[config.mk]
export PLATFORM = sky130hd
export DESIGN_NAME = gbCpuTop
export DESIGN_NICKNAME = d
export VERILOG_FILES = /design/src/gbCpuPkg.sv /design/src/gbCpuTop.sv /design/src/memBusPort.sv /design/src/aluFlags.sv /design/src/regFile.sv /design/src/flowSequencer.sv /design/src/ucodeStore.sv
export VERILOG_INCLUDE_DIRS = /design/src
export SDC_FILE = /design/constraint.sdc
export NUM_CORES = 1
export LEC_CHECK = 0
export ABC_AREA = 1
export BUFFER_PORTS_ARGS = -buffer_cell sky130_fd_sc_hd__buf_4
export CORE_MARGIN = 2
export CORE_UTILIZATION = 54
export CTS_CLUSTER_DIAMETER = 200
export DETAILED_ROUTE_END_ITERATION = 16
export PLACE_DENSITY = 0.74
export SYNTH_ARGS = -nofsm -noshare
export SYNTH_HDL_FRONTEND = slang
export SYNTH_SLANG_ARGS = --single-unit
export TNS_END_PERCENT = 100
[constraint.sdc]
create_clock -name iClock -period 3.36 [get_ports iClock]
set_input_delay 0.168 -clock iClock [delete_from_list [all_inputs] [get_ports iClock]]
set_output_delay 0.168 -clock iClock [all_outputs]
set_load 0.01 [all_outputs]
[src/gbCpu_params.svh]
`ifndef GBCPU_PARAMS_SVH
`define GBCPU_PARAMS_SVH

// ------------------------------------------------------------
// Datapath widths
// ------------------------------------------------------------
`define GB_DATA_W 8
`define GB_ADDR_W 16
`define GB_UPC_W 6

// ------------------------------------------------------------
// Reset values
// ------------------------------------------------------------
`define GB_RESET_PC 16'h0000
`define GB_FLAGS_RESET 8'hB0  // Z=1 N=0 H=1 C=1

// Micro-ROM entry shared by every instruction
`define GB_FLOW_FETCH 6'd0

// Opcodes decoded outside the regular field groups
`define GB_OP_JR_NZ 8'h20

// Opcode field for (HL) in the register slots
`define GB_HL_MEM_FIELD 3'd6

`endif
[src/gbCpuPkg.sv]
`include "gbCpu_params.svh"

package gbCpuPkg;

  // ------------------------------------------------------------
  // Micro-op encoding
  // ------------------------------------------------------------
  typedef enum logic [4:0] {
    cmdNop,
    cmdFetch,     // read at PC, PC++
    cmdReadImm,   // read at PC into temp, PC++
    cmdLoadImm,
    cmdMove,
    cmdAluOp,
    cmdIncDec,
    cmdStoreHl,
    cmdJumpRel,
    cmdDispatch
  } uopCmdE;

  typedef enum logic [1:0] {
    eofContinue,
    eofEnd,
    eofEndIfZ,
    eofEndIfNz
  } eofSelE;

  typedef struct packed {
    uopCmdE cmd;
    eofSelE eof;
    logic   srcHigh;  // Operand from opcode bits 5:3 instead of 2:0
  } uopT;

  // Z80 register field encoding
  typedef enum logic [2:0] {
    regB, regC, regD, regE, regH, regL, regHlMem, regA
  } regIdxT;

  typedef enum logic [2:0] {
    aluAdd, aluAdc, aluSub, aluAnd, aluXor, aluOr, aluInc, aluDec
  } aluOpE;

  typedef struct packed {
    logic       z;
    logic       n;
    logic       h;
    logic       c;
    logic [3:0] zero;
  } flagsT;

  typedef struct packed {
    logic [`GB_ADDR_W-1:0] addr;
    logic [`GB_DATA_W-1:0] wdata;
    logic                  we;
  } busReqT;

  typedef struct packed {
    logic                  en;
    regIdxT                idx;
    logic [`GB_DATA_W-1:0] data;
  } regWriteT;

endpackage

[src/gbCpuTop.sv]
`timescale 1ns/1ps
`include "gbCpu_params.svh"

module gbCpuTop
(
  input  logic                  iClock,
  input  logic                  arstN,
  output logic                  req,
  output gbCpuPkg::busReqT      busOut,
  input  logic                  ack,
  input  logic [`GB_DATA_W-1:0] rdata
);

  gbCpuPkg::uopT         uop;
  gbCpuPkg::flagsT       flags;
  gbCpuPkg::regWriteT    write;
  gbCpuPkg::regIdxT      srcIdx;
  gbCpuPkg::busReqT      busReq;
  logic                  flowEnable;
  logic                  busStart;
  logic                  busDone;
  logic                  pcInc;
  logic                  pcLoad;
  logic [`GB_DATA_W-1:0] opcode;
  logic [`GB_DATA_W-1:0] readByte;
  logic [`GB_DATA_W-1:0] operand;
  logic [`GB_DATA_W-1:0] accum;
  logic [`GB_ADDR_W-1:0] hl;
  logic [`GB_ADDR_W-1:0] pc;
  logic [`GB_ADDR_W-1:0] pcNext;

  flowSequencer seq0
  (
    .iClock(iClock), .arstN(arstN), .busDone(busDone), .rdata(readByte), .flags(flags),
    .uop(uop), .flowEnable(flowEnable), .opcode(opcode), .busStart(busStart), .pcInc(pcInc)
  );

  regFile reg0
  (
    .iClock(iClock), .arstN(arstN), .write(write), .srcIdx(srcIdx), .pcInc(pcInc),
    .pcLoad(pcLoad), .pcNext(pcNext), .operand(operand), .accum(accum), .hl(hl), .pc(pc)
  );

  aluFlags alu0
  (
    .iClock(iClock), .arstN(arstN), .uop(uop), .flowEnable(flowEnable), .opcode(opcode),
    .operand(operand), .accum(accum), .imm(readByte), .pc(pc), .hl(hl), .write(write),
    .flags(flags), .pcLoad(pcLoad), .pcNext(pcNext), .srcIdx(srcIdx), .busReq(busReq)
  );

  memBusPort bus0
  (
    .iClock(iClock), .arstN(arstN), .start(busStart), .reqIn(busReq), .req(req),
    .busOut(busOut), .ack(ack), .rdata(rdata), .readByte(readByte), .busDone(busDone)
  );

endmodule

[src/memBusPort.sv]
`timescale 1ns/1ps
`include "gbCpu_params.svh"

module memBusPort
(
  input  logic                  iClock,
  input  logic                  arstN,
  input  logic                  start,
  input  gbCpuPkg::busReqT      reqIn,
  output logic                  req,
  output gbCpuPkg::busReqT      busOut,
  input  logic                  ack,
  input  logic [`GB_DATA_W-1:0] rdata,
  output logic [`GB_DATA_W-1:0] readByte,
  output logic                  busDone
);

  typedef enum logic [1:0] {idle, waitAck, waitAckLow, done} busStateE;

  busStateE state;

  // ------------------------------------------------------------
  // Four-phase handshake
  // ------------------------------------------------------------
  always_ff @(posedge iClock or negedge arstN)
  begin
    if (!arstN)
    begin
      state  <= idle;
      busOut <= '0;
    end
    else
      case (state)
        idle:
        begin
          if (start)
          begin
            busOut <= reqIn;  // Frozen until the next start
            state  <= waitAck;
          end
        end
        waitAck:    if (ack) state <= waitAckLow;
        waitAckLow: if (!ack) state <= done;
        default:    state <= idle;
      endcase
  end

  always_ff @(posedge iClock)
  begin
    if (state == waitAck && ack)
      readByte <= rdata;
  end

  assign req     = state == waitAck;
  assign busDone = state == done;

endmodule

[src/aluFlags.sv]
`timescale 1ns/1ps
`include "gbCpu_params.svh"

module aluFlags
(
  input  logic                  iClock,
  input  logic                  arstN,
  input  gbCpuPkg::uopT         uop,
  input  logic                  flowEnable,
  input  logic [`GB_DATA_W-1:0] opcode,
  input  logic [`GB_DATA_W-1:0] operand,
  input  logic [`GB_DATA_W-1:0] accum,
  input  logic [`GB_DATA_W-1:0] imm,
  input  logic [`GB_ADDR_W-1:0] pc,
  input  logic [`GB_ADDR_W-1:0] hl,
  output gbCpuPkg::regWriteT    write,
  output gbCpuPkg::flagsT       flags,
  output logic                  pcLoad,
  output logic [`GB_ADDR_W-1:0] pcNext,
  output gbCpuPkg::regIdxT      srcIdx,
  output gbCpuPkg::busReqT      busReq
);

  gbCpuPkg::aluOpE  op;
  gbCpuPkg::flagsT  flagsNext;
  logic [8:0]       sum;
  logic [4:0]       nib;
  logic             flagsWe;

  assign srcIdx = gbCpuPkg::regIdxT'(uop.srcHigh ? opcode[5:3] : opcode[2:0]);

  always_comb
  begin
    if (uop.cmd == gbCpuPkg::cmdIncDec)
      op = opcode[0] ? gbCpuPkg::aluDec : gbCpuPkg::aluInc;
    else
      case (opcode[5:3])
        3'd0:    op = gbCpuPkg::aluAdd;
        3'd1:    op = gbCpuPkg::aluAdc;
        3'd2:    op = gbCpuPkg::aluSub;
        3'd4:    op = gbCpuPkg::aluAnd;
        3'd5:    op = gbCpuPkg::aluXor;
        default: op = gbCpuPkg::aluOr;
      endcase
  end

  // ------------------------------------------------------------
  // Result and flag rules
  // ------------------------------------------------------------
  always_comb
  begin
    flagsNext = flags;
    nib       = '0;
    case (op)
      gbCpuPkg::aluAdd, gbCpuPkg::aluAdc:
      begin
        sum = {1'b0, accum} + {1'b0, operand} +
              ((op == gbCpuPkg::aluAdc) ? {8'd0, flags.c} : 9'd0);
        nib = {1'b0, accum[3:0]} + {1'b0, operand[3:0]} +
              ((op == gbCpuPkg::aluAdc) ? {4'd0, flags.c} : 5'd0);
        {flagsNext.n, flagsNext.h, flagsNext.c} = {1'b0, nib[4], sum[8]};
      end
      gbCpuPkg::aluSub:
      begin
        sum = {1'b0, accum} - {1'b0, operand};
        nib = {1'b0, accum[3:0]} - {1'b0, operand[3:0]};  // Bit 4 is the borrow
        {flagsNext.n, flagsNext.h, flagsNext.c} = {1'b1, nib[4], sum[8]};
      end
      gbCpuPkg::aluAnd:
      begin
        sum = {1'b0, accum & operand};
        {flagsNext.n, flagsNext.h, flagsNext.c} = 3'b010;
      end
      gbCpuPkg::aluXor, gbCpuPkg::aluOr:
      begin
        sum = {1'b0, (op == gbCpuPkg::aluXor) ? (accum ^ operand) : (accum | operand)};
        {flagsNext.n, flagsNext.h, flagsNext.c} = 3'b000;
      end
      gbCpuPkg::aluInc:
      begin
        sum         = {1'b0, operand} + 9'd1;
        flagsNext.n = 1'b0;
        flagsNext.h = sum[3:0] == 4'h0;  // C untouched
      end
      default:
      begin
        sum         = {1'b0, operand} - 9'd1;
        flagsNext.n = 1'b1;
        flagsNext.h = sum[3:0] == 4'hf;
      end
    endcase
    flagsNext.z    = sum[7:0] == '0;
    flagsNext.zero = '0;
  end

  assign flagsWe = flowEnable &&
                   (uop.cmd == gbCpuPkg::cmdAluOp || uop.cmd == gbCpuPkg::cmdIncDec);

  always_ff @(posedge iClock or negedge arstN)
  begin
    if (!arstN)
      flags <= gbCpuPkg::flagsT'(`GB_FLAGS_RESET);
    else if (flagsWe)
      flags <= flagsNext;
  end

  // Register write back
  always_comb
  begin
    write.en  = flowEnable && (uop.cmd == gbCpuPkg::cmdLoadImm || uop.cmd == gbCpuPkg::cmdMove ||
                               flagsWe);
    write.idx = (uop.cmd == gbCpuPkg::cmdAluOp) ? gbCpuPkg::regA
                                                : gbCpuPkg::regIdxT'(opcode[5:3]);
    case (uop.cmd)
      gbCpuPkg::cmdLoadImm: write.data = imm;
      gbCpuPkg::cmdMove:    write.data = operand;
      default:              write.data = sum[7:0];
    endcase
  end

  assign pcLoad = flowEnable && uop.cmd == gbCpuPkg::cmdJumpRel;
  assign pcNext = pc + {{(`GB_ADDR_W-`GB_DATA_W){imm[`GB_DATA_W-1]}}, imm};  // PC past offset

  assign busReq.addr  = (uop.cmd == gbCpuPkg::cmdStoreHl) ? hl : pc;
  assign busReq.wdata = operand;
  assign busReq.we    = uop.cmd == gbCpuPkg::cmdStoreHl;

endmodule

[src/regFile.sv]
`timescale 1ns/1ps
`include "gbCpu_params.svh"

module regFile
(
  input  logic                  iClock,
  input  logic                  arstN,
  input  gbCpuPkg::regWriteT    write,
  input  gbCpuPkg::regIdxT      srcIdx,
  input  logic                  pcInc,
  input  logic                  pcLoad,
  input  logic [`GB_ADDR_W-1:0] pcNext,
  output logic [`GB_DATA_W-1:0] operand,
  output logic [`GB_DATA_W-1:0] accum,
  output logic [2*`GB_DATA_W-1:0] hl,
  output logic [`GB_ADDR_W-1:0] pc
);

  // Indexed by Z80 field, slot 6 stays zero
  logic [`GB_DATA_W-1:0] gpr [8];

  always_ff @(posedge iClock or negedge arstN)
  begin
    if (!arstN)
    begin
      for (int i = 0; i < 8; i++)
        gpr[i] <= '0;
    end
    else if (write.en && write.idx != gbCpuPkg::regHlMem)
      gpr[write.idx] <= write.data;
  end

  // JR target wins over the fetch increment
  always_ff @(posedge iClock or negedge arstN)
  begin
    if (!arstN)
      pc <= `GB_RESET_PC;
    else if (pcLoad)
      pc <= pcNext;
    else if (pcInc)
      pc <= pc + `GB_ADDR_W'(1);
  end

  assign operand = gpr[srcIdx];
  assign accum   = gpr[gbCpuPkg::regA];
  assign hl      = {gpr[gbCpuPkg::regH], gpr[gbCpuPkg::regL]};

endmodule

[src/flowSequencer.sv]
`timescale 1ns/1ps
`include "gbCpu_params.svh"

module flowSequencer
(
  input  logic                  iClock,
  input  logic                  arstN,
  input  logic                  busDone,
  input  logic [`GB_DATA_W-1:0] rdata,
  input  gbCpuPkg::flagsT       flags,
  output gbCpuPkg::uopT         uop,
  output logic                  flowEnable,
  output logic [`GB_DATA_W-1:0] opcode,
  output logic                  busStart,
  output logic                  pcInc
);

  typedef enum logic [1:0] {afterReset, startFlow, runFlow, endFlow} seqStateE;

  seqStateE               state;
  seqStateE               stateNext;
  logic [`GB_UPC_W-1:0]   upc;
  logic [`GB_UPC_W-1:0]   flowIdx;
  logic                   isBus;
  logic                   stepDone;
  logic                   eofHit;

  ucodeStore store0
  (
    .upc     (upc),
    .opcode  (rdata),
    .uop     (uop),
    .flowIdx (flowIdx)
  );

  assign isBus = uop.cmd == gbCpuPkg::cmdFetch || uop.cmd == gbCpuPkg::cmdReadImm ||
                 uop.cmd == gbCpuPkg::cmdStoreHl;
  assign stepDone   = !isBus || busDone;  // Bus ops hold until the handshake ends
  assign flowEnable = state == runFlow;
  assign busStart   = flowEnable && isBus;
  assign pcInc      = flowEnable && busDone &&
                      (uop.cmd == gbCpuPkg::cmdFetch || uop.cmd == gbCpuPkg::cmdReadImm);

  always_comb
  begin
    case (uop.eof)
      gbCpuPkg::eofEnd:     eofHit = 1'b1;
      gbCpuPkg::eofEndIfZ:  eofHit = flags.z;
      gbCpuPkg::eofEndIfNz: eofHit = !flags.z;
      default:              eofHit = 1'b0;
    endcase
  end

  // ------------------------------------------------------------
  // State machine
  // ------------------------------------------------------------
  always_comb
  begin
    case (state)
      afterReset: stateNext = startFlow;
      startFlow:  stateNext = runFlow;
      runFlow:    stateNext = (stepDone && eofHit) ? endFlow : runFlow;
      default:    stateNext = startFlow;
    endcase
  end

  always_ff @(posedge iClock or negedge arstN)
  begin
    if (!arstN)
    begin
      state  <= afterReset;
      upc    <= `GB_FLOW_FETCH;
      opcode <= '0;
    end
    else
    begin
      state <= stateNext;
      if (state == startFlow)
        upc <= `GB_FLOW_FETCH;
      else if (flowEnable && stepDone)
        upc <= (uop.cmd == gbCpuPkg::cmdDispatch) ? flowIdx : upc + `GB_UPC_W'(1);
      if (flowEnable && uop.cmd == gbCpuPkg::cmdDispatch)
        opcode <= rdata;  // Fetched byte still held by the bus port
    end
  end

endmodule

[src/ucodeStore.sv]
`timescale 1ns/1ps
`include "gbCpu_params.svh"

module ucodeStore
(
  input  logic [`GB_UPC_W-1:0]  upc,
  input  logic [`GB_DATA_W-1:0] opcode,
  output gbCpuPkg::uopT         uop,
  output logic [`GB_UPC_W-1:0]  flowIdx
);

  // Flow entry points
  localparam logic [`GB_UPC_W-1:0] flowDispatch = `GB_FLOW_FETCH + 6'd1;
  localparam logic [`GB_UPC_W-1:0] flowLdRn     = 6'd4;
  localparam logic [`GB_UPC_W-1:0] flowLdRnWr   = 6'd5;
  localparam logic [`GB_UPC_W-1:0] flowLdRr     = 6'd6;
  localparam logic [`GB_UPC_W-1:0] flowStHl     = 6'd7;
  localparam logic [`GB_UPC_W-1:0] flowAlu      = 6'd8;
  localparam logic [`GB_UPC_W-1:0] flowIncDec   = 6'd9;
  localparam logic [`GB_UPC_W-1:0] flowJrNz     = 6'd10;
  localparam logic [`GB_UPC_W-1:0] flowJrTest   = 6'd11;
  localparam logic [`GB_UPC_W-1:0] flowJrJump   = 6'd12;
  localparam logic [`GB_UPC_W-1:0] flowNop      = 6'd13;

  function automatic gbCpuPkg::uopT mkUop(input gbCpuPkg::uopCmdE cmd,
                                          input gbCpuPkg::eofSelE eof,
                                          input logic srcHigh);
    gbCpuPkg::uopT word;
    word.cmd     = cmd;
    word.eof     = eof;
    word.srcHigh = srcHigh;
    return word;
  endfunction

  // ------------------------------------------------------------
  // Micro-op ROM
  // ------------------------------------------------------------
  always_comb
  begin
    case (upc)
      `GB_FLOW_FETCH: uop = mkUop(gbCpuPkg::cmdFetch, gbCpuPkg::eofContinue, 1'b0);
      flowDispatch:   uop = mkUop(gbCpuPkg::cmdDispatch, gbCpuPkg::eofContinue, 1'b0);
      flowLdRn:       uop = mkUop(gbCpuPkg::cmdReadImm, gbCpuPkg::eofContinue, 1'b0);
      flowLdRnWr:     uop = mkUop(gbCpuPkg::cmdLoadImm, gbCpuPkg::eofEnd, 1'b0);
      flowLdRr:       uop = mkUop(gbCpuPkg::cmdMove, gbCpuPkg::eofEnd, 1'b0);
      flowStHl:       uop = mkUop(gbCpuPkg::cmdStoreHl, gbCpuPkg::eofEnd, 1'b0);
      flowAlu:        uop = mkUop(gbCpuPkg::cmdAluOp, gbCpuPkg::eofEnd, 1'b0);
      flowIncDec:     uop = mkUop(gbCpuPkg::cmdIncDec, gbCpuPkg::eofEnd, 1'b1);
      flowJrNz:       uop = mkUop(gbCpuPkg::cmdReadImm, gbCpuPkg::eofContinue, 1'b0);
      flowJrTest:     uop = mkUop(gbCpuPkg::cmdNop, gbCpuPkg::eofEndIfZ, 1'b0); // Not taken
      flowJrJump:     uop = mkUop(gbCpuPkg::cmdJumpRel, gbCpuPkg::eofEnd, 1'b0);
      default:        uop = mkUop(gbCpuPkg::cmdNop, gbCpuPkg::eofEnd, 1'b0);
    endcase
  end

  // Opcode class lookup
  always_comb
  begin
    flowIdx = flowNop;
    if (opcode == `GB_OP_JR_NZ)
      flowIdx = flowJrNz;
    else if (opcode[7:6] == 2'b00 && opcode[5:3] != `GB_HL_MEM_FIELD)
    begin
      if (opcode[2:1] == 2'b10)
        flowIdx = flowIncDec;  // INC r / DEC r
      else if (opcode[2:0] == 3'd6)
        flowIdx = flowLdRn;
    end
    else if (opcode[7:6] == 2'b01 && opcode[2:0] != `GB_HL_MEM_FIELD)
      flowIdx = (opcode[5:3] == `GB_HL_MEM_FIELD) ? flowStHl : flowLdRr;
    else if (opcode[7:6] == 2'b10 && opcode[2:0] != `GB_HL_MEM_FIELD &&
             opcode[5:3] != 3'd3 && opcode[5:3] != 3'd7)
      flowIdx = flowAlu;   // SBC and CP left out
  end

endmodule

# Word-level counts from Yosys, hierarchy flattened
# Memories as Yosys holds them, arrays and structs flattened.
# Index checks and enable logic that the tools add are counted.
[classes] addsub=8 mul=0 div=0 magnitude_cmp=3 n_eq_ne=41 shift=0 n_mux=37 bitwise_logic=5 reduce_logical=40
[op_table] cell="bitwise mux 64 bit" count=1
[op_table] cell="two-way mux 16 bit" count=3
[op_table] cell="two-way mux 8 bit" count=5
[op_table] cell="one-hot mux 8 bit (5 select lines)" count=1
[op_table] cell="two-way mux 6 bit" count=5
[op_table] cell="binary-select mux 8 bit (select 3 bit)" count=1
[op_table] cell="demux 8 bit (select 3 bit)" count=1
[op_table] cell="equality test 3 bit, second input constant" count=7
[op_table] cell="equality test 5 x 3 -> 1 bit, second input constant" count=4
[op_table] cell="logical AND 1 bit" count=17
[op_table] cell="adder 16 x 1 -> 16 bit, second input constant" count=1
[op_table] cell="adder 16 bit" count=1
[op_table] cell="one-hot mux 8 bit (2 select lines)" count=1
[op_table] cell="one-hot mux 3 bit (5 select lines)" count=1
[op_table] cell="equality test 2 bit, second input constant" count=7
[op_table] cell="two-way mux 3 bit" count=4
[op_table] cell="two-way mux 4 bit" count=3
[op_table] cell="!= test 3 bit, second input constant" count=4
[op_table] cell="equality test 5 x 2 -> 1 bit, second input constant" count=2
[op_table] cell="equality test 5 x 4 -> 1 bit, second input constant" count=2
[op_table] cell="adder 8 x 8 -> 9 bit" count=1
[op_table] cell="adder 9 x 1 -> 9 bit" count=1
[op_table] cell="equality test 3 x 2 -> 1 bit, second input constant" count=3
[op_table] cell="subtractor 8 x 8 -> 9 bit" count=1
[op_table] cell="other kinds (32)" count=57
[word_totals] register_bits=131 latchBits=0 mem_bits_rw=0 mem_bits_ro=112 out_inout_bits=26 n_memories=1
[mem_list] name="(no name shown)" depth=16 width=7 rd=1 rd_clocked_by_memory_dff=0 write_ports=0 line_no="ucodeStore.sv:40" source="case (upc)"

# Longest topological paths before layout
# Gate-level depths: netlist of the first run.
[logic_depth] word_depth=12 ltp_mapped=30 mapped_depth_nobuf=29

# Hierarchy
# Synthesis of the first run repeated with hierarchy kept, for this count alone.
[hier_totals] hier_cells=1422 area_unflattened_um2=10167.3
[modules_own_cells] mod="regFile" instances=1 cells_per_inst=509 area_each_um2=4116.4
[modules_own_cells] mod="aluFlags" instances=1 cells_per_inst=577 area_each_um2=3239.4
[modules_own_cells] mod="memBusPort" instances=1 cells_per_inst=142 area_each_um2=1473.9
[modules_own_cells] mod="flowSequencer" instances=1 cells_per_inst=127 area_each_um2=992.2
[modules_own_cells] mod="ucodeStore" instances=1 cells_per_inst=67 area_each_um2=345.3

# Worst setup path before layout of the first run
# OpenSTA, ideal clock, no wires.
[synth_timing] kind="register -> register" startpoint="reg seq0.upc[1]" endpoint="reg reg0.gpr[53] (netlist bit)" setup_time_ns=0.065 t_arrival_ns=3.640 slack_ns=-0.345 stages_incl_launch_ff=29 path_buffers=1 period_less_slack_ns=3.705 path_cell_list="dfrtp_1 inv_1 ha_1 inv_1 nor2_1 nand3_2 o21ai_2 buf_2 o21ai_0 o22ai_1 nand2_1 nand2_1 inv_1 ha_1 nor2_1 o21ai_0 nand2_1 nand2_1 nand2_1 nand2_1 nand2_1 xor2_1 o21ai_0 nor2_1 nand2_1 nand2_1 nand2_1 nand2_1 nand2_1"
[synth_lines] item="from (decl)" line_no="flowSequencer.sv:22" source="logic [`GB_UPC_W-1:0] upc;"
[synth_lines] item="from (signal assigned)" line_no="flowSequencer.sv:72" source="upc <= `GB_FLOW_FETCH;"
[synth_lines] item="from (signal assigned)" line_no="flowSequencer.sv:79" source="upc <= `GB_FLOW_FETCH;"
[synth_lines] item="from (signal assigned)" line_no="flowSequencer.sv:81" source="upc <= (uop.cmd == gbCpuPkg::cmdDispatch) ? flowIdx : upc + `GB_UPC_W'(1);"
[synth_lines] item="to (signal, indexed assignment)" line_no="regFile.sv:30" source="gpr[write.idx] <= write.data;"
[synth_lines] item="to (decl)" line_no="regFile.sv:20" source="logic [`GB_DATA_W-1:0] gpr [8];"

==> results_dict.tcl, run 1 <==
set metrics [dict create \
    first_global_vias 8669 \
    synthAdderAreaFrac_pct 9.62 \
    viasPerCell 5.92 \
    critPathMaxStageDelay_ns 0.40 \
    clk_path_buf_depth 2 \
    synth_compound_area_share_pct 15.5 \
    cts_tree "built" \
    grt_first_pass_wirelength_um 45100 \
    multi_input_area_mm2 0.00555 \
    worst_slack_ns -0.580 \
    io_pins 37 \
    syn_to_final_growth_pct 42.8 \
    initialDrtViolationCount 1223 \
    crit_family "simple AND/OR/NAND/NOR gates" \
    layout_common_cells "320 x nand2_1, 205 x buf_4, 121 x dfrtp_1" \
    htreeDepth 4 \
    drive_gt1_share_pct 33.6 \
    track_usage_pct 35.2 \
    drtPass1Iterations 6 \
    grt-ovfl-total 0 \
    grt_max_degree 57 \
    ys_warn_count 0 \
    synth_top_family_by_area "simple AND/OR/NAND/NOR gates" \
    dieArea_mm2 0.0169 \
    setup_viol 53 \
    violations "negative setup slack" \
    ir_worst_vdd_mv 0.703 \
    tightest_slew_ns 0.864 \
    cp.arrival_ns 4.32 \
    syn_avg_cell_area_um2 7.33 \
    cts_inserted_buffers 17 \
    die_h_um 130 \
    wl_per_cell_um 19.4 \
    slew_violations 0 \
    max-slew-margin-rel_pct 42.4 \
    met2_usage_pct 55.9 \
    core_mm2 0.0157 \
    post-dp-hpwl_um 20600 \
    postRouteAntennaNets 0 \
    drc 0 \
    fin_nets 1468 \
    period_needed_ns 3.94 \
    use_met1_pct 47.4 \
    grt_setup_unrepaired "true" \
    synth_cells 1172 \
    clk_pin_slew_worst_paths_ns 0.06 \
    status "complete, but fails checks" \
    io_buffers 36 \
    synth-seq-cells 131 \
    max_freq_mhz 254 \
    power.total_uw 14900 \
    layout_commonest_cell "nand2_1" \
    cap_violations 0 \
    crit_required_ns 3.74 \
    synth-xor-area-share_pct 1.73 \
    use_met3_pct 7.95 \
    clock_latency_ns 0.44 \
    fin_crit_sh_pct 117 \
    crit_buf_inv 6 \
    clock_skew_ns 0.0132 \
    end_kind "flop" \
    cp_common_cell "nand4_1" \
    slowest_stage "fa_2" \
    synth_simple_gate_area_share_pct 26.7 \
    p_per_area_mw_per_mm2 1210 \
    fillers 1043 \
    crit_type "reg -> reg" \
    dp_slack_ns -0.531 \
    place.gp.congestion 1.02 \
    rows 46 \
    worstHoldPathType "in -> reg" \
    num_vias 9616 \
    cp-start-kind "flop" \
    syn_nets 1246 \
    ff_latch_area_mm2 0.00332 \
    routed_wl_um 31500 \
    clockRootBuffer "clkbuf_16" \
    antenna_found_initial 0 \
    finish.utilization_pct 78.1 \
    ys_seq_area_share_pct 38.7 \
    cts.sinks 131 \
    chipWidth_um 130 \
    n_antenna_cell 0 \
    busiest_layer "met2" \
    initial_core_util_pct 54.7 \
    ys_types 49 \
    yosys-mux-area-fraction_pct 0 \
    critPathMaxFanout 5 \
    hold_viol_final 0 \
    leakage_uw 0.00607 \
    synth_area_mm2 0.00859 \
]
-- sequential cells by signal (all words and copies together), names as in the netlist --
signal / flops
seq0.state: 2
reg0.accum: 8
seq0.upc: 6
reg0.pc: 16
seq0.opcode: 6
alu0.flags: 2
bus0.state: 2
reg0.hl: 16
reg0.gpr: 40
bus0.readByte: 8
bus0.busOut: 25
-- cell type report --
type	instances	share of cell area (%)
clock inverters	7	0.969
clock buffers	25	4.20
well taps	216	2.20
repair inverters	1	0.0612
flip-flops and latches	131	27.1
multi-input cells	870	45.2
repair buffers	236	15.9
inverters	137	4.37
-- cells in the mapped netlist, drive strengths merged --
master | instances | area [µm²]
or2 | 5 | 31.3
fa | 5 | 100
a22oi | 2 | 15.0
o21bai | 1 | 7.51
a31oi | 3 | 18.8
a311oi | 1 | 8.76
o211ai | 13 | 97.6
ha | 58 | 726
nor4 | 3 | 33.8
a21boi | 2 | 15.0
nand2 | 387 | 1470
nor2 | 82 | 335
o31ai | 5 | 37.5
xor2 | 11 | 96.3
o21a | 1 | 7.51
nor3 | 9 | 50.1
a211o | 1 | 8.76
dfstp | 2 | 52.6
o22ai | 13 | 81.3
o221ai | 3 | 38.8
a211oi | 4 | 30.0
a221oi | 2 | 17.5
xnor2 | 6 | 52.6
a21o | 1 | 7.51
o21ai | 137 | 704
clkinv | 1 | 3.75
clkbuf | 23 | 86.3
inv | 136 | 510
o2111ai | 2 | 17.5
nand4 | 15 | 93.8
a21oi | 44 | 220
nand3 | 54 | 285
buf | 11 | 61.3
dfrtp | 121 | 3030
edfxtp | 8 | 240
-- metrics by stage --
stage | cell area, µm² | std cells | hold WS (ns) | setup TNS [ns]
2_1_floorplan | 8690 | 1172 | -0.128 | -0.00383
3_3_place_gp | 10300 | 1546 | 0.275 | -19.77
3_5_place_dp | 10300 | 1546 | 0.285 | -22.94
4_1_cts | 11600 | 1600 | 0.192 | -14.21
5_1_grt | 12300 | 1623 | 0.266 | -32.10
6_report | 12300 | 1623 | 0.185 | -20.20
-- path summary, 6_finish.rpt --
| kind | slack (ns) | cells after the start | start | end |
|---|---|---|---|---|
| setup / recovery | -0.58 | 25 | seq0.upc[1] | alu0.flags[7] |
| hold / removal | 0.18 | 4 | ack | bus0.state[0] |
| setup reg to reg | -0.58 | 25 | seq0.upc[1] | alu0.flags[7] |
| hold reg to reg | 0.38 | 0 | reg0.gpr[9] | reg0.gpr[9] |
| max in group asynchronous | 2.13 | 3 | arstN | bus0.busOut[22] |
| min in group asynchronous | 0.35 | 2 | arstN | bus0.state[0] |
-- tightest hold or removal path, stage by stage --
cell and delay, ns:
buf_4 0.10, o21ai_0 0.16, nand2_1 0.09, o31ai_1 0.07
-- metal layers --
layer | routed length (µm) | share of wire, % | vias to the layer above
met4 | 1590 | 5.1 | 0
li1 | - | - | 4275
met3 | 3130 | 9.9 | 172
met1 | 12300 | 39 | 4562
met2 | 14400 | 46 | 607
met5 | 0 | 0 | -
-- power breakdown --
group / leakage [µW] / internal, µW / switching (µW)
Clock: 0.000306 / 1290 / 725
Sequential: 0.00174 / 2110 / 434
Combinational: 0.00403 / 4310 / 6000
-- cell families after synthesis --
group | count (synthesis)
flops | 131
fa+ha+maj | 63
compound gates | 235
simple gates | 555
xor+xnor | 17
buf+inv | 171
-- timing repair --
action | CTS | global route
setup buffers | 12 | 22
endpoints found under the hold margin | 61 | 0
resized for setup | 117 | 122
endpoints found under the setup margin | 60 | 68
gates cloned | 1 | 1
pin swaps | 46 | 66
hold buffers | 9 | 0
Note: power is estimated with default switching activity, not from simulation.
==> run 2, diff against run 1 <==
--- a/config.mk
+++ b/config.mk
@@ -12,6 +12,7 @@
 export CORE_UTILIZATION = 54
 export CTS_CLUSTER_DIAMETER = 200
 export DETAILED_ROUTE_END_ITERATION = 16
+export MAX_ROUTING_LAYER = met4
 export PLACE_DENSITY = 0.74
 export SYNTH_ARGS = -nofsm -noshare
 export SYNTH_HDL_FRONTEND = slang
==> run 2 against run 1 <==
Compared with the run above:
- the flow still finishes with violations (negative setup slack)
- critical path type unchanged
- core utilization decreased by 1.0 points
- wire length decreased by 1.5%
- global-route usage increased by 2.4 points
- setup slack improved by 0.0083 ns
- sequential power about the same
- clock power decreased by 2%
- first-iteration DRC count decreased by 18%
- combinational power about the same
- final area decreased by 1.3%
==> results_dict.tcl, run 2 (synthesized netlist as in run 1, its figures left out) <==
set metrics [dict create \
    status "complete, but fails checks" \
    violations "negative setup slack" \
    p_switching_uw 7140 \
    crit_required_ns 3.67 \
    fillers 1062 \
    switching_share_pct 48.2 \
    max-slew-margin-rel_pct 49.7 \
    tightest_slew_ns 0.755 \
    layout_commonest_cell "nand2_1" \
    wl_per_cell_um 19.1 \
    routed_wl_um 31000 \
    clockRootBuffer "clkbuf_16" \
    io_buffers 36 \
    worst_slack_ns -0.572 \
    initial_core_util_pct 54.7 \
    drtPass1Iterations 6 \
    drc 0 \
    fin_crit_sh_pct 117 \
    cp-start-kind "flop" \
    die_h_um 130 \
    cts.sinks 131 \
    critPathMaxFanout 7 \
    antenna_found_initial 0 \
    fin_nets 1474 \
    setup_viol 53 \
    cp.arrival_ns 4.24 \
    clkPwrFrac_pct 13.2 \
    syn_to_final_growth_pct 41.0 \
    p_int_uw 7680 \
    track_usage_pct 37.6 \
    final_area_mm2 0.0121 \
    crit_family "simple AND/OR/NAND/NOR gates" \
    layout_common_cells "334 x nand2_1, 210 x buf_4, 121 x dfrtp_1" \
    n_antenna_cell 0 \
    tns_ns -21.82 \
    period_needed_ns 3.93 \
    cp_common_cell "nand3_4" \
    slowest_stage "dfrtp_1" \
    first_global_vias 9101 \
    place.gp.congestion 1.08 \
    grt-ovfl-total 0 \
    hold_slack_ns 0.232 \
    clk_path_buf_depth 2 \
    cts_tree "built" \
    core_mm2 0.0157 \
    clk_pin_slew_worst_paths_ns 0.06 \
    clock_latency_ns 0.44 \
    largest_register_ffs 40 \
    hold_viol_final 0 \
    critPathMaxStageDelay_ns 0.38 \
    num_vias 9481 \
    end_kind "flop" \
    grt_setup_unrepaired "true" \
    crit_type "reg -> reg" \
    comb_power_share_pct 69.6 \
    postRouteAntennaNets 0 \
    crit_buf_inv 8 \
    grt_first_pass_wirelength_um 47000 \
    drive_gt1_share_pct 32.6 \
    p_per_area_mw_per_mm2 1220 \
    ff_latch_area_mm2 0.00332 \
    multi_input_area_mm2 0.00540 \
    placed_cell_area_mm2 0.0103 \
    instances_no_fill 1628 \
    rows 46 \
    post-place-cells 1551 \
    reg.largest.list "reg0.gpr (40), bus0.busOut (25)" \
    htreeDepth 4 \
    viasPerCell 5.82 \
    chipWidth_um 130 \
    dieArea_mm2 0.0169 \
    cap_violations 0 \
    max_freq_mhz 254 \
    initialDrtViolationCount 999 \
    io_pins 37 \
    post-dp-hpwl_um 20900 \
    worstHoldPathType "in -> reg" \
    largest-register "reg0.gpr" \
    ir_worst_vdd_mv 0.677 \
    cts_inserted_buffers 17 \
    clock_skew_ns 0.00945 \
    slew_violations 0 \
    grt_max_degree 55 \
    seq_power_share_pct 17.2 \
    leakage_uw 0.00605 \
]
run 2: changes by cell type in the layout (fill, tap and decap cells not counted), sizes merged:
| cell | delta |
|---|---|
| buf | +8 |
| bufbuf | -1 |
| clkbuf | -5 |
| clkinv | +1 |
| inv | +2 |
run 2: metrics by stage:
step                util (%)  power [µW]  worst slack (ns)
detailed placement      65.4       10500            -0.557
floorplan                  -        7000          -0.00383
CTS                     73.6       13700            -0.284
global placement        65.4       10500            -0.550
global route            77.0       15600            -0.696
finish                  77.0       14800            -0.572
run 2: layout make-up:
class                   instances  share of cell area, %
well taps                     216                   2.23
inverters                     137                   4.40
repair buffers                243                   16.2
flip-flops and latches        131                   27.4
multi-input cells             870                   44.6
clock inverters                11                   1.24
clock buffers                  20                   3.86
run 2: final timing paths:
path / slack (ns) / endpoint / from / cells past startpoint
hold / removal: 0.23 / bus0.state[0] / ack / 4
min in group asynchronous: 0.32 / seq0.upc[5] / arstN / 2
setup / recovery: -0.57 / reg0.hl[6] / seq0.upc[1] / 27
max in group asynchronous: 2.19 / reg0.gpr[41] / arstN / 3
hold reg to reg: 0.38 / reg0.gpr[14] / reg0.gpr[14] / 0
setup reg to reg: -0.57 / reg0.hl[6] / seq0.upc[1] / 27
run 2: power by group through the flow:
stage | sequential (µW) | clock [µW] | combinational [µW]
3_5_place_dp | 2510 | 0 | 8040
4_1_cts | 2500 | 1940 | 9210
6_report | 2540 | 1960 | 10300
2_1_floorplan | 2460 | 0 | 4530
3_3_place_gp | 2500 | 0 | 7960
5_1_grt | 2590 | 2020 | 11000
run 2: repair_timing:
action	4_1_cts	5_1_grt
buffers inserted	22	16
hold buffers	9	0
resized for setup	112	111
endpoints found under the hold margin	58	0
pin swaps	46	81
cloned	1	0
setup endpoints to repair	61	67
run 2: worst register-to-register path, delay by kind of cell (launching register included):
family,cells,cell delay [ns]
buf+inv,8,0.90
flops,1,0.38
compound gates,3,0.37
fa+ha+maj,3,0.71
simple gates,13,1.45
run 2: per-layer routing:
layer	GRT usage, %	wire, µm	vias up
met5	-	0	-
met4	16.4	1440	0
met3	9.68	3050	119
met2	57.5	14200	534
met1	47.3	12300	4538
li1	-	-	4290
